==> src/dcache_macros.svh <==
`ifndef DCACHE_MACROS_SVH
`define DCACHE_MACROS_SVH

// cache geometry

`define DC_WORD_W      32   // data word
`define DC_TAG_W       26   // tag bits above the index
`define DC_IDX_W       3    // set index
`define DC_SETS        8    // 2**DC_IDX_W
`define DC_BYTE_OFF_W  2    // byte within word
`define DC_WAYS        2    // associativity

`endif

==> src/dcachePkg.sv <==
`include "dcache_macros.svh"

package dcachePkg;

   typedef logic [`DC_WORD_W-1:0]   wordT;
   typedef logic [`DC_TAG_W-1:0]    tagT;
   typedef logic [`DC_IDX_W-1:0]    idxT;
   typedef logic [2*`DC_WORD_W-1:0] blockT;    // word 1 in the upper half
   typedef logic [`DC_WORD_W-1:0]   addrT;     // tag, index, word sel, byte off

   typedef struct packed {
      logic read;
      logic write;
      addrT addr;
      wordT storeData;
   } cpuReqT;

   typedef struct packed {
      logic ren;
      logic wen;
      addrT addr;
      wordT storeData;
   } memReqT;

   typedef struct packed {
      logic  isWrite;
      addrT  baseAddr;   // word 0 address
      blockT block;
   } moveCmdT;

   typedef struct packed {
      logic  fillEn;
      logic  wordEn;
      logic  cleanEn;
      idxT   set;
      logic  way;
      logic  wordSel;
      tagT   tag;
      blockT block;
      wordT  word;
   } arrayWrT;

   typedef enum logic [3:0] {
      idle,
      writeBack,
      fill,
      install,
      writeHit,
      flushRead,
      flushMove,
      flushNext,
      flushed
   } ctrlStateT;

endpackage

==> src/cacheArray.sv <==
`timescale 1ns/10ps
`include "dcache_macros.svh"

module cacheArray
(
   input  logic               CLK,
   input  logic               nRST,
   input  dcachePkg::addrT    lookupAddr,
   input  dcachePkg::arrayWrT arrayWr,
   input  dcachePkg::idxT     rdSet,
   input  logic               rdWay,
   output logic               hit,
   output logic               hitWay,
   output dcachePkg::wordT    hitWord,
   output logic               victimWay,
   output logic               victimDirty,
   output dcachePkg::tagT     rdTag,
   output dcachePkg::blockT   rdBlock,
   output logic               rdDirty
);

   dcachePkg::tagT   tags [`DC_WAYS][`DC_SETS];
   dcachePkg::blockT data [`DC_WAYS][`DC_SETS];

   logic [`DC_WAYS-1:0][`DC_SETS-1:0] valid;
   logic [`DC_WAYS-1:0][`DC_SETS-1:0] dirty;
   logic [`DC_SETS-1:0]               lastFill;   // way filled most recently

   dcachePkg::tagT      lookTag;
   dcachePkg::idxT      lookSet;
   logic                lookWord;
   logic [`DC_WAYS-1:0] wayMatch;
   dcachePkg::blockT    hitBlock;

   assign lookTag  = lookupAddr[`DC_WORD_W-1 -: `DC_TAG_W];
   assign lookSet  = lookupAddr[`DC_BYTE_OFF_W+1 +: `DC_IDX_W];
   assign lookWord = lookupAddr[`DC_BYTE_OFF_W];

   always_comb
   begin
      for (int w = 0; w < `DC_WAYS; w++)
         wayMatch[w] = valid[w][lookSet] && (tags[w][lookSet] == lookTag);
   end

   assign hit      = |wayMatch;
   assign hitWay   = wayMatch[1];
   assign hitBlock = data[hitWay][lookSet];
   assign hitWord  = hitBlock[lookWord*`DC_WORD_W +: `DC_WORD_W];

   // victim is the other way
   assign victimWay   = ~lastFill[lookSet];
   assign victimDirty = dirty[victimWay][lookSet];

   assign rdTag   = tags[rdWay][rdSet];
   assign rdBlock = data[rdWay][rdSet];
   assign rdDirty = dirty[rdWay][rdSet];

   always_ff @(posedge CLK)
   begin
      if (arrayWr.fillEn)
      begin
         tags[arrayWr.way][arrayWr.set] <= arrayWr.tag;
         data[arrayWr.way][arrayWr.set] <= arrayWr.block;
      end
      if (arrayWr.wordEn)
         data[arrayWr.way][arrayWr.set][arrayWr.wordSel*`DC_WORD_W +: `DC_WORD_W] <=
            arrayWr.word;
   end

   always_ff @(posedge CLK, negedge nRST)
   begin
      if (!nRST)
      begin
         valid    <= '0;
         dirty    <= '0;
         lastFill <= '0;
      end
      else
      begin
         if (arrayWr.fillEn)
         begin
            valid[arrayWr.way][arrayWr.set] <= 1'b1;
            dirty[arrayWr.way][arrayWr.set] <= 1'b0;
            lastFill[arrayWr.set]           <= arrayWr.way;   // flips as fill uses victim
         end
         else if (arrayWr.wordEn)
            dirty[arrayWr.way][arrayWr.set] <= 1'b1;
         else if (arrayWr.cleanEn)
            dirty[arrayWr.way][arrayWr.set] <= 1'b0;   // block now in memory
      end
   end

endmodule

==> src/cacheController.sv <==
`timescale 1ns/10ps
`include "dcache_macros.svh"

module cacheController
(
   input  logic               CLK,
   input  logic               nRST,
   input  dcachePkg::cpuReqT  cpuReq,
   input  logic               halt,
   input  logic               hit,
   input  logic               hitWay,
   input  logic               victimWay,
   input  logic               victimDirty,
   input  dcachePkg::tagT     rdTag,
   input  dcachePkg::blockT   rdBlock,
   input  logic               rdDirty,
   input  logic               moveAck,
   input  dcachePkg::blockT   fillBlock,
   output logic               moveReq,
   output dcachePkg::moveCmdT moveCmd,
   output dcachePkg::arrayWrT arrayWr,
   output dcachePkg::idxT     rdSet,
   output logic               rdWay,
   output logic               dhit,
   output logic               flushed
);

   dcachePkg::ctrlStateT state;
   dcachePkg::ctrlStateT nextState;
   dcachePkg::idxT       flushSet;
   logic                 flushWay;
   dcachePkg::tagT       reqTag;
   dcachePkg::idxT       reqSet;
   logic                 pending;
   logic                 inFlush;
   logic                 inMove;
   logic                 moveDone;
   logic                 moveStart;

   assign reqTag    = cpuReq.addr[`DC_WORD_W-1 -: `DC_TAG_W];
   assign reqSet    = cpuReq.addr[`DC_BYTE_OFF_W+1 +: `DC_IDX_W];
   assign pending   = cpuReq.read | cpuReq.write;
   assign inFlush   = state inside {dcachePkg::flushRead, dcachePkg::flushMove,
                                    dcachePkg::flushNext};
   assign inMove    = state inside {dcachePkg::writeBack, dcachePkg::fill,
                                    dcachePkg::flushMove};
   assign moveDone  = moveReq & moveAck;
   assign moveStart = !moveReq & !moveAck;   // last ack has dropped

   always_comb
   begin
      nextState = state;
      case (state)
         dcachePkg::idle:
            if (pending && !hit)
            begin
               if (victimDirty)
                  nextState = dcachePkg::writeBack;
               else
                  nextState = dcachePkg::fill;
            end
            else if (cpuReq.write)
               nextState = dcachePkg::writeHit;
            else if (halt && !pending)
               nextState = dcachePkg::flushRead;
         dcachePkg::writeBack:
            if (moveDone)
               nextState = dcachePkg::fill;
         dcachePkg::fill:
            if (moveDone)
               nextState = dcachePkg::install;
         dcachePkg::install:
            nextState = dcachePkg::idle;   // lookup hits next cycle
         dcachePkg::writeHit:
            nextState = dcachePkg::idle;
         dcachePkg::flushRead:
            if (rdDirty)
               nextState = dcachePkg::flushMove;
            else
               nextState = dcachePkg::flushNext;
         dcachePkg::flushMove:
            if (moveDone)
               nextState = dcachePkg::flushNext;
         dcachePkg::flushNext:
            if ({flushSet, flushWay} == '1)
               nextState = dcachePkg::flushed;
            else
               nextState = dcachePkg::flushRead;
         dcachePkg::flushed:
            nextState = dcachePkg::flushed;   // held until reset
         default:
            nextState = dcachePkg::idle;
      endcase
   end

   always_ff @(posedge CLK, negedge nRST)
   begin
      if (!nRST)
      begin
         state    <= dcachePkg::idle;
         moveReq  <= 1'b0;
         flushSet <= '0;
         flushWay <= 1'b0;
      end
      else
      begin
         state <= nextState;
         if (inMove)
         begin
            if (moveDone)
               moveReq <= 1'b0;
            else if (moveStart)
               moveReq <= 1'b1;
         end
         if (state == dcachePkg::idle)
            {flushSet, flushWay} <= '0;
         else if (state == dcachePkg::flushNext)
            {flushSet, flushWay} <= {flushSet, flushWay} + 1'b1;   // way first, then set
      end
   end

   assign rdSet = inFlush ? flushSet : reqSet;
   assign rdWay = inFlush ? flushWay : victimWay;

   always_comb
   begin
      moveCmd.isWrite = (state != dcachePkg::fill);
      moveCmd.block   = rdBlock;
      if (state == dcachePkg::fill)
         moveCmd.baseAddr = {reqTag, reqSet, {(`DC_BYTE_OFF_W+1){1'b0}}};
      else
         moveCmd.baseAddr = {rdTag, rdSet, {(`DC_BYTE_OFF_W+1){1'b0}}};
   end

   always_comb
   begin
      arrayWr.set     = rdSet;
      arrayWr.way     = (state == dcachePkg::writeHit) ? hitWay : rdWay;
      arrayWr.wordSel = cpuReq.addr[`DC_BYTE_OFF_W];
      arrayWr.tag     = reqTag;
      arrayWr.block   = fillBlock;
      arrayWr.word    = cpuReq.storeData;
      arrayWr.fillEn  = (state == dcachePkg::install);
      arrayWr.wordEn  = (state == dcachePkg::writeHit);
      arrayWr.cleanEn = moveDone && (state inside {dcachePkg::writeBack, dcachePkg::flushMove});
   end

   assign dhit    = (state == dcachePkg::idle && cpuReq.read && hit) ||
                    (state == dcachePkg::writeHit);
   assign flushed = (state == dcachePkg::flushed);

endmodule

==> src/blockMover.sv <==
`timescale 1ns/10ps
`include "dcache_macros.svh"

module blockMover
(
   input  logic               CLK,
   input  logic               nRST,
   input  logic               moveReq,
   input  dcachePkg::moveCmdT moveCmd,
   input  logic               dwait,
   input  dcachePkg::wordT    dload,
   output logic               moveAck,
   output dcachePkg::blockT   fillBlock,
   output dcachePkg::memReqT  memReq
);

   logic active;     // block transfer on the memory port
   logic wordCnt;    // word of the block in flight
   logic wordDone;

   assign wordDone = active & !dwait;

   always_ff @(posedge CLK, negedge nRST)
   begin
      if (!nRST)
      begin
         active  <= 1'b0;
         wordCnt <= 1'b0;
         moveAck <= 1'b0;
      end
      else
      begin
         if (!active && !moveAck && moveReq)
         begin
            active  <= 1'b1;
            wordCnt <= 1'b0;
         end
         else if (wordDone)
         begin
            wordCnt <= ~wordCnt;
            if (wordCnt)
            begin
               active  <= 1'b0;
               moveAck <= 1'b1;   // both words done
            end
         end
         else if (moveAck && !moveReq)
            moveAck <= 1'b0;
      end
   end

   // read words held from ack until the next read move
   always_ff @(posedge CLK)
   begin
      if (wordDone && !moveCmd.isWrite)
         fillBlock[wordCnt*`DC_WORD_W +: `DC_WORD_W] <= dload;
   end

   always_comb
   begin
      memReq.ren       = active & !moveCmd.isWrite;
      memReq.wen       = active & moveCmd.isWrite;
      memReq.addr      = '0;
      memReq.storeData = '0;
      if (active)
      begin
         memReq.addr      = {moveCmd.baseAddr[`DC_WORD_W-1:`DC_BYTE_OFF_W+1], wordCnt,
                             {`DC_BYTE_OFF_W{1'b0}}};
         memReq.storeData = moveCmd.block[wordCnt*`DC_WORD_W +: `DC_WORD_W];
      end
   end

endmodule

==> src/dcacheTop.sv <==
`timescale 1ns/10ps

module dcacheTop
(
   input  logic              CLK,
   input  logic              nRST,
   input  dcachePkg::cpuReqT cpuReq,
   input  logic              halt,
   output logic              dhit,
   output dcachePkg::wordT   dmemload,
   output logic              flushed,
   output dcachePkg::memReqT memReq,
   input  logic              dwait,
   input  dcachePkg::wordT   dload
);

   // lookup results
   logic               hit;
   logic               hitWay;
   logic               victimWay;
   logic               victimDirty;
   dcachePkg::tagT     rdTag;
   dcachePkg::blockT   rdBlock;
   logic               rdDirty;

   // controller to array
   dcachePkg::arrayWrT arrayWr;
   dcachePkg::idxT     rdSet;
   logic               rdWay;

   // controller to mover
   logic               moveReq;
   logic               moveAck;
   dcachePkg::moveCmdT moveCmd;
   dcachePkg::blockT   fillBlock;

   cacheArray cacheArrayInst
   (
      .CLK         (CLK),
      .nRST        (nRST),
      .lookupAddr  (cpuReq.addr),
      .arrayWr     (arrayWr),
      .rdSet       (rdSet),
      .rdWay       (rdWay),
      .hit         (hit),
      .hitWay      (hitWay),
      .hitWord     (dmemload),
      .victimWay   (victimWay),
      .victimDirty (victimDirty),
      .rdTag       (rdTag),
      .rdBlock     (rdBlock),
      .rdDirty     (rdDirty)
   );

   cacheController cacheControllerInst
   (
      .CLK         (CLK),
      .nRST        (nRST),
      .cpuReq      (cpuReq),
      .halt        (halt),
      .hit         (hit),
      .hitWay      (hitWay),
      .victimWay   (victimWay),
      .victimDirty (victimDirty),
      .rdTag       (rdTag),
      .rdBlock     (rdBlock),
      .rdDirty     (rdDirty),
      .moveAck     (moveAck),
      .fillBlock   (fillBlock),
      .moveReq     (moveReq),
      .moveCmd     (moveCmd),
      .arrayWr     (arrayWr),
      .rdSet       (rdSet),
      .rdWay       (rdWay),
      .dhit        (dhit),
      .flushed     (flushed)
   );

   blockMover blockMoverInst
   (
      .CLK       (CLK),
      .nRST      (nRST),
      .moveReq   (moveReq),
      .moveCmd   (moveCmd),
      .dwait     (dwait),
      .dload     (dload),
      .moveAck   (moveAck),
      .fillBlock (fillBlock),
      .memReq    (memReq)
   );

endmodule

==> config.mk <==
export PLATFORM = sky130hd
export DESIGN_NAME = dcacheTop
export DESIGN_NICKNAME = d
export VERILOG_FILES = /design/src/dcachePkg.sv /design/src/cacheArray.sv /design/src/cacheController.sv /design/src/blockMover.sv /design/src/dcacheTop.sv
export VERILOG_INCLUDE_DIRS = /design/src /design/src/src
export SDC_FILE = /design/constraint.sdc
export NUM_CORES = 2
export LEC_CHECK = 0
export BUFFER_PORTS_ARGS = -buffer_cell sky130_fd_sc_hd__buf_2
export CAP_MARGIN = 20
export CORE_MARGIN = 3
export CORE_UTILIZATION = 33
export CTS_BUF_LIST = sky130_fd_sc_hd__clkbuf_2
export CTS_CLUSTER_SIZE = 25
export DETAILED_ROUTE_END_ITERATION = 8
export GPL_ROUTABILITY_DRIVEN = 0
export PLACE_DENSITY_LB_ADDON = 0.12
export SLEW_MARGIN = 5
export SYNTH_ARGS = -nofsm -noshare
export SYNTH_HDL_FRONTEND = slang
export SYNTH_SLANG_ARGS = --single-unit
==> constraint.sdc <==
create_clock -name CLK -period 11.4 [get_ports CLK]
set_clock_uncertainty 0.15 [all_clocks]
set_input_delay 0 -clock CLK [delete_from_list [all_inputs] [get_ports CLK]]
set_output_delay 0 -clock CLK [all_outputs]
set_load 0.01 [all_outputs]
==> run metrics <==
Slew Limit Headroom=11.7%; number of enable flip-flop cells after synthesis=1,504; Post-synth top flop=sky130_fd_sc_hd__edfxtp_1; worst hold-check path type=in -> reg; Initial DRT Pass Iterations=6; PnR worst setup slack=2990 ps; H-tree levels=5; Fill cells=between 20,000 and 25,000; latest clock arrival within the worst-skew pair=1980 ps; sequential cell area fraction in the yosys report=roughly three fifths; Cell Pwr Density=roughly 190 mW/mm²; worst-case setup slack after placement=~4000 ps; root buf cell=sky130_fd_sc_hd__clkbuf_2; synthesized area per cell=13.6 µm²; cell count after placement=about 8,800; number of buffers on the longest clock path=4; detailed placer's ending HPWL=192,000 µm; post-synthesis mux area share=23.2%; highest achievable clock rate=119 MHz; Routed Antenna Nets=0; slowest library cell on the worst path=sky130_fd_sc_hd__o41ai_1; setup fix buffers added after clock tree synthesis=0; Std-Cell Rows=between 150 and 200; width of the die=495 µm; crit path kind=reg -> out; number of standard cells after synthesis=5,799; initial antenna violation count=14; P_leak=32.9 nW; arrival time reported for the critical path endpoint=8260 ps; I/O Pins=slightly above 200; result of the run=completed; die outline height=approximately 500 µm; crit-path leading delay family=simple AND/OR/NAND/NOR gates; number of nets in the layout=6,619; commonest cells after routing, fill and taps aside=1,504 x sky130_fd_sc_hd__edfxtp_1, 801 x sky130_fd_sc_hd__nand2_1, 664 x sky130_fd_sc_hd__mux2i_1; post-route clock period utilization=73.8%; Num CTS Buffers=roughly 440; pin slew with the least headroom to its limit=1330 ps; post-route insts no fill=10,000; startpoint types=flip-flop; leftover overflow at the end of global routing=0; combined area of all synthesized cells=between 0.07 and 0.08 mm²; post-DR wirelength/cell=approximately 35 µm; Max Cap Violations=0; CTS tree=yes; overall global routing resource usage=between 20% and 30%; overall die area=about 0.25 mm²; Final Hold Viols=0; ordered list of cells on the worst path=nand2b_1, nor2_1, mux2i_4, buf_12, buf_4, nand2_4, buf_4, o22ai_1, nor3_1, nor2_1, o41ai_1, buf_4, and2_1, buf_2; count of input and output buffers=197; Residual DRC=0; layout overhead on the synthesized area=16.1%; data required time of the critical path=11,250 ps; arithmetic-cell share of the synthesized area counting full adders, half adders and majority gates=less than 1%; CP max stage delay=940 ps; effective utilization at floorplan=33.2%; number of warnings printed during yosys synthesis=0; Final TNS setup=0 ps; flip-flop and latch count after synthesis=1,556; simple-gate area share of the yosys netlist=about 8%; placeable core area=around 0.24 mm²; maximum number of pins on one net before global-route repair=141; endpoint kind of the worst setup timing path=primary output; Post-synth ARST share=3.34%; unrepaired setup endpoints after global routing=false; total length of routed wires=353,000 µm; number of global-route vias before repair=59,200; overall via count from detail_route=59,300; Final setup violation count=0; Max IR drop VDD=about 0.00025 V; cell occurring most often along the worst timing path=sky130_fd_sc_hd__buf_4; most common library cell in the layout ignoring fill and taps=sky130_fd_sc_hd__edfxtp_1; Critical path buffers and inverters=5; 1st-iter DRT viols=6,940; first-pass GRT wire length=roughly 480,000 µm; fraction of final layout cells sized beyond drive strength 1=28.2%; post-synthesis xor/xnor area fraction=less than 1%; Sinks on Clock Net=1,556; vias per cell=5.92; Max FO, Critical Path=114; area fraction in compound gates after synthesis=a little under 7%; final-report max-slew violation count=0; dominant combinational cell family by area after synthesis=multiplexers; shortest period the worst path allows=8410 ps; library cells used by synthesis=64; clk slew on worst S/H paths=120 ps
[report_power, final]
part | leakage (nW) | internal, mW | switching, mW
clock | 2.91 | 1.55 | 2.52
combinational | 15.8 | 1.91 | 4.16
sequential | 14.2 | 6.73 | 0.291
total | 32.9 | 10.2 | 6.97
[cell families after synthesis]
family	Yosys count
AOI/OAI and AO/OA	824
xor gates and xnor gates	46
adders and majority gates	3
buffers and inverters	495
DFF	1556
muxes	1442
other	1
and+or+nand+nor	1432
[worst reg2reg max path, cell delays in order (launching register included)]
cell                            delay, ps
sky130_fd_sc_hd__dfrtp_1              720
sky130_fd_sc_hd__nand2b_1             240
sky130_fd_sc_hd__nor2_1               840
sky130_fd_sc_hd__mux2i_4              380
sky130_fd_sc_hd__buf_12               560
sky130_fd_sc_hd__buf_4                850
sky130_fd_sc_hd__nand2_4              690
sky130_fd_sc_hd__nor2_4               830
sky130_fd_sc_hd__buf_4                740
sky130_fd_sc_hd__mux2_2               450
sky130_fd_sc_hd__dlygate4sd3_1        570
[through the flow]
step	instance area, µm²	hold slack (ps)	power, mW	util [%]
after floorplan	79100	-446	10.3	-
after detailed placement	84000	69.0	12.9	35.3
final	91800	214	17.2	38.5
after global placement	84000	69.3	12.9	35.3
after global routing	91800	97.6	17.9	38.5
after CTS	91700	5.34	17.2	38.5
[metal layers]
metal | vias to the layer above | routed length (µm) | GRT usage (%) | share of wire (%)
li1 | 24400 | - | - | -
met1 | 30700 | 143000 | 37.1 | 41
met2 | 3393 | 165000 | 45.6 | 47
met3 | 755 | 29300 | 5.29 | 8.3
met4 | 2 | 14900 | 11.4 | 4.2
met5 | - | 13 | 0 | 0.0037
[sequential cells by signal, indices dropped and copies added, names as in the netlist, 3 cells and up, named ones only]
register / flops
cacheControllerInst.state: 4
cacheArrayInst.tags: 416
cacheControllerInst.flushSet: 3
cacheArrayInst.valid: 16
cacheArrayInst.data: 1024
blockMoverInst.fillBlock: 64
cacheArrayInst.lastFill: 8
[final cells by class]
type / instances / area (µm²) / area share, %
flip-flops and latches: 1556 / 46500 / 50.6
multi-input cells: 3749 / 31300 / 34.1
repair buffers: 753 / 6260 / 6.82
well taps: 3167 / 3960 / 4.32
clock buffers: 639 / 3200 / 3.48
clock inverters: 114 / 532 / 0.579
inverters: 16 / 60.1 / 0.0654
diodes: 14 / 35.0 / 0.0382
[final timing paths]
check	from	to	slack [ps]	cells past startpoint
min in group asynchronous	nRST	cacheArrayInst.valid[2]	730	8
worst max register to register	cacheControllerInst.state[2]	cacheArrayInst.data[0][369]	4170	10
worst min register to register	cacheArrayInst.valid[4]	cacheArrayInst.valid[4]	320	1
worst max-delay path	cacheControllerInst.state[2]	memReq[20]	2990	14
max in group asynchronous	nRST	blockMoverInst.wordCnt	9980	8
worst min-delay path	cpuReq[42]	cacheArrayInst.tags[0][160]	210	4
[timing repair]
action,in CTS,in global routing
gates resized for setup,0,0
setup endpoints to repair,0,0
endpoints found under the hold margin,1910,0
hold buffers,397,0
[synth_stat cells, drive strengths merged (7+ instances only)]
cell type | n | area (µm²)
edfxtp | 1504 | 45200
nand2 | 822 | 3090
mux2i | 666 | 6670
mux2 | 514 | 5790
clkbuf | 296 | 1110
mux4 | 262 | 5900
nand3 | 219 | 1100
o22ai | 203 | 1270
buf | 183 | 910
a21oi | 149 | 746
nor2 | 142 | 533
a31oi | 100 | 626
o21ai | 94 | 470
dfrtp | 52 | 1300
and2 | 49 | 307
nor3 | 49 | 245
a221oi | 40 | 375
a22o | 39 | 342
nor2b | 38 | 238
nand4 | 34 | 213
a32oi | 32 | 280
o221ai | 32 | 280
a22oi | 30 | 225
xor2 | 27 | 236
and3 | 22 | 138
nor4 | 19 | 119
xnor2 | 19 | 166
o31ai | 18 | 135
a21boi | 17 | 128
a32o | 16 | 160
o211ai | 16 | 120
inv | 14 | 52.6
or2 | 14 | 87.6
nand2b | 12 | 75.1
o41ai | 7 | 61.3
No activity file was read; power rests on OpenSTA's default activity.
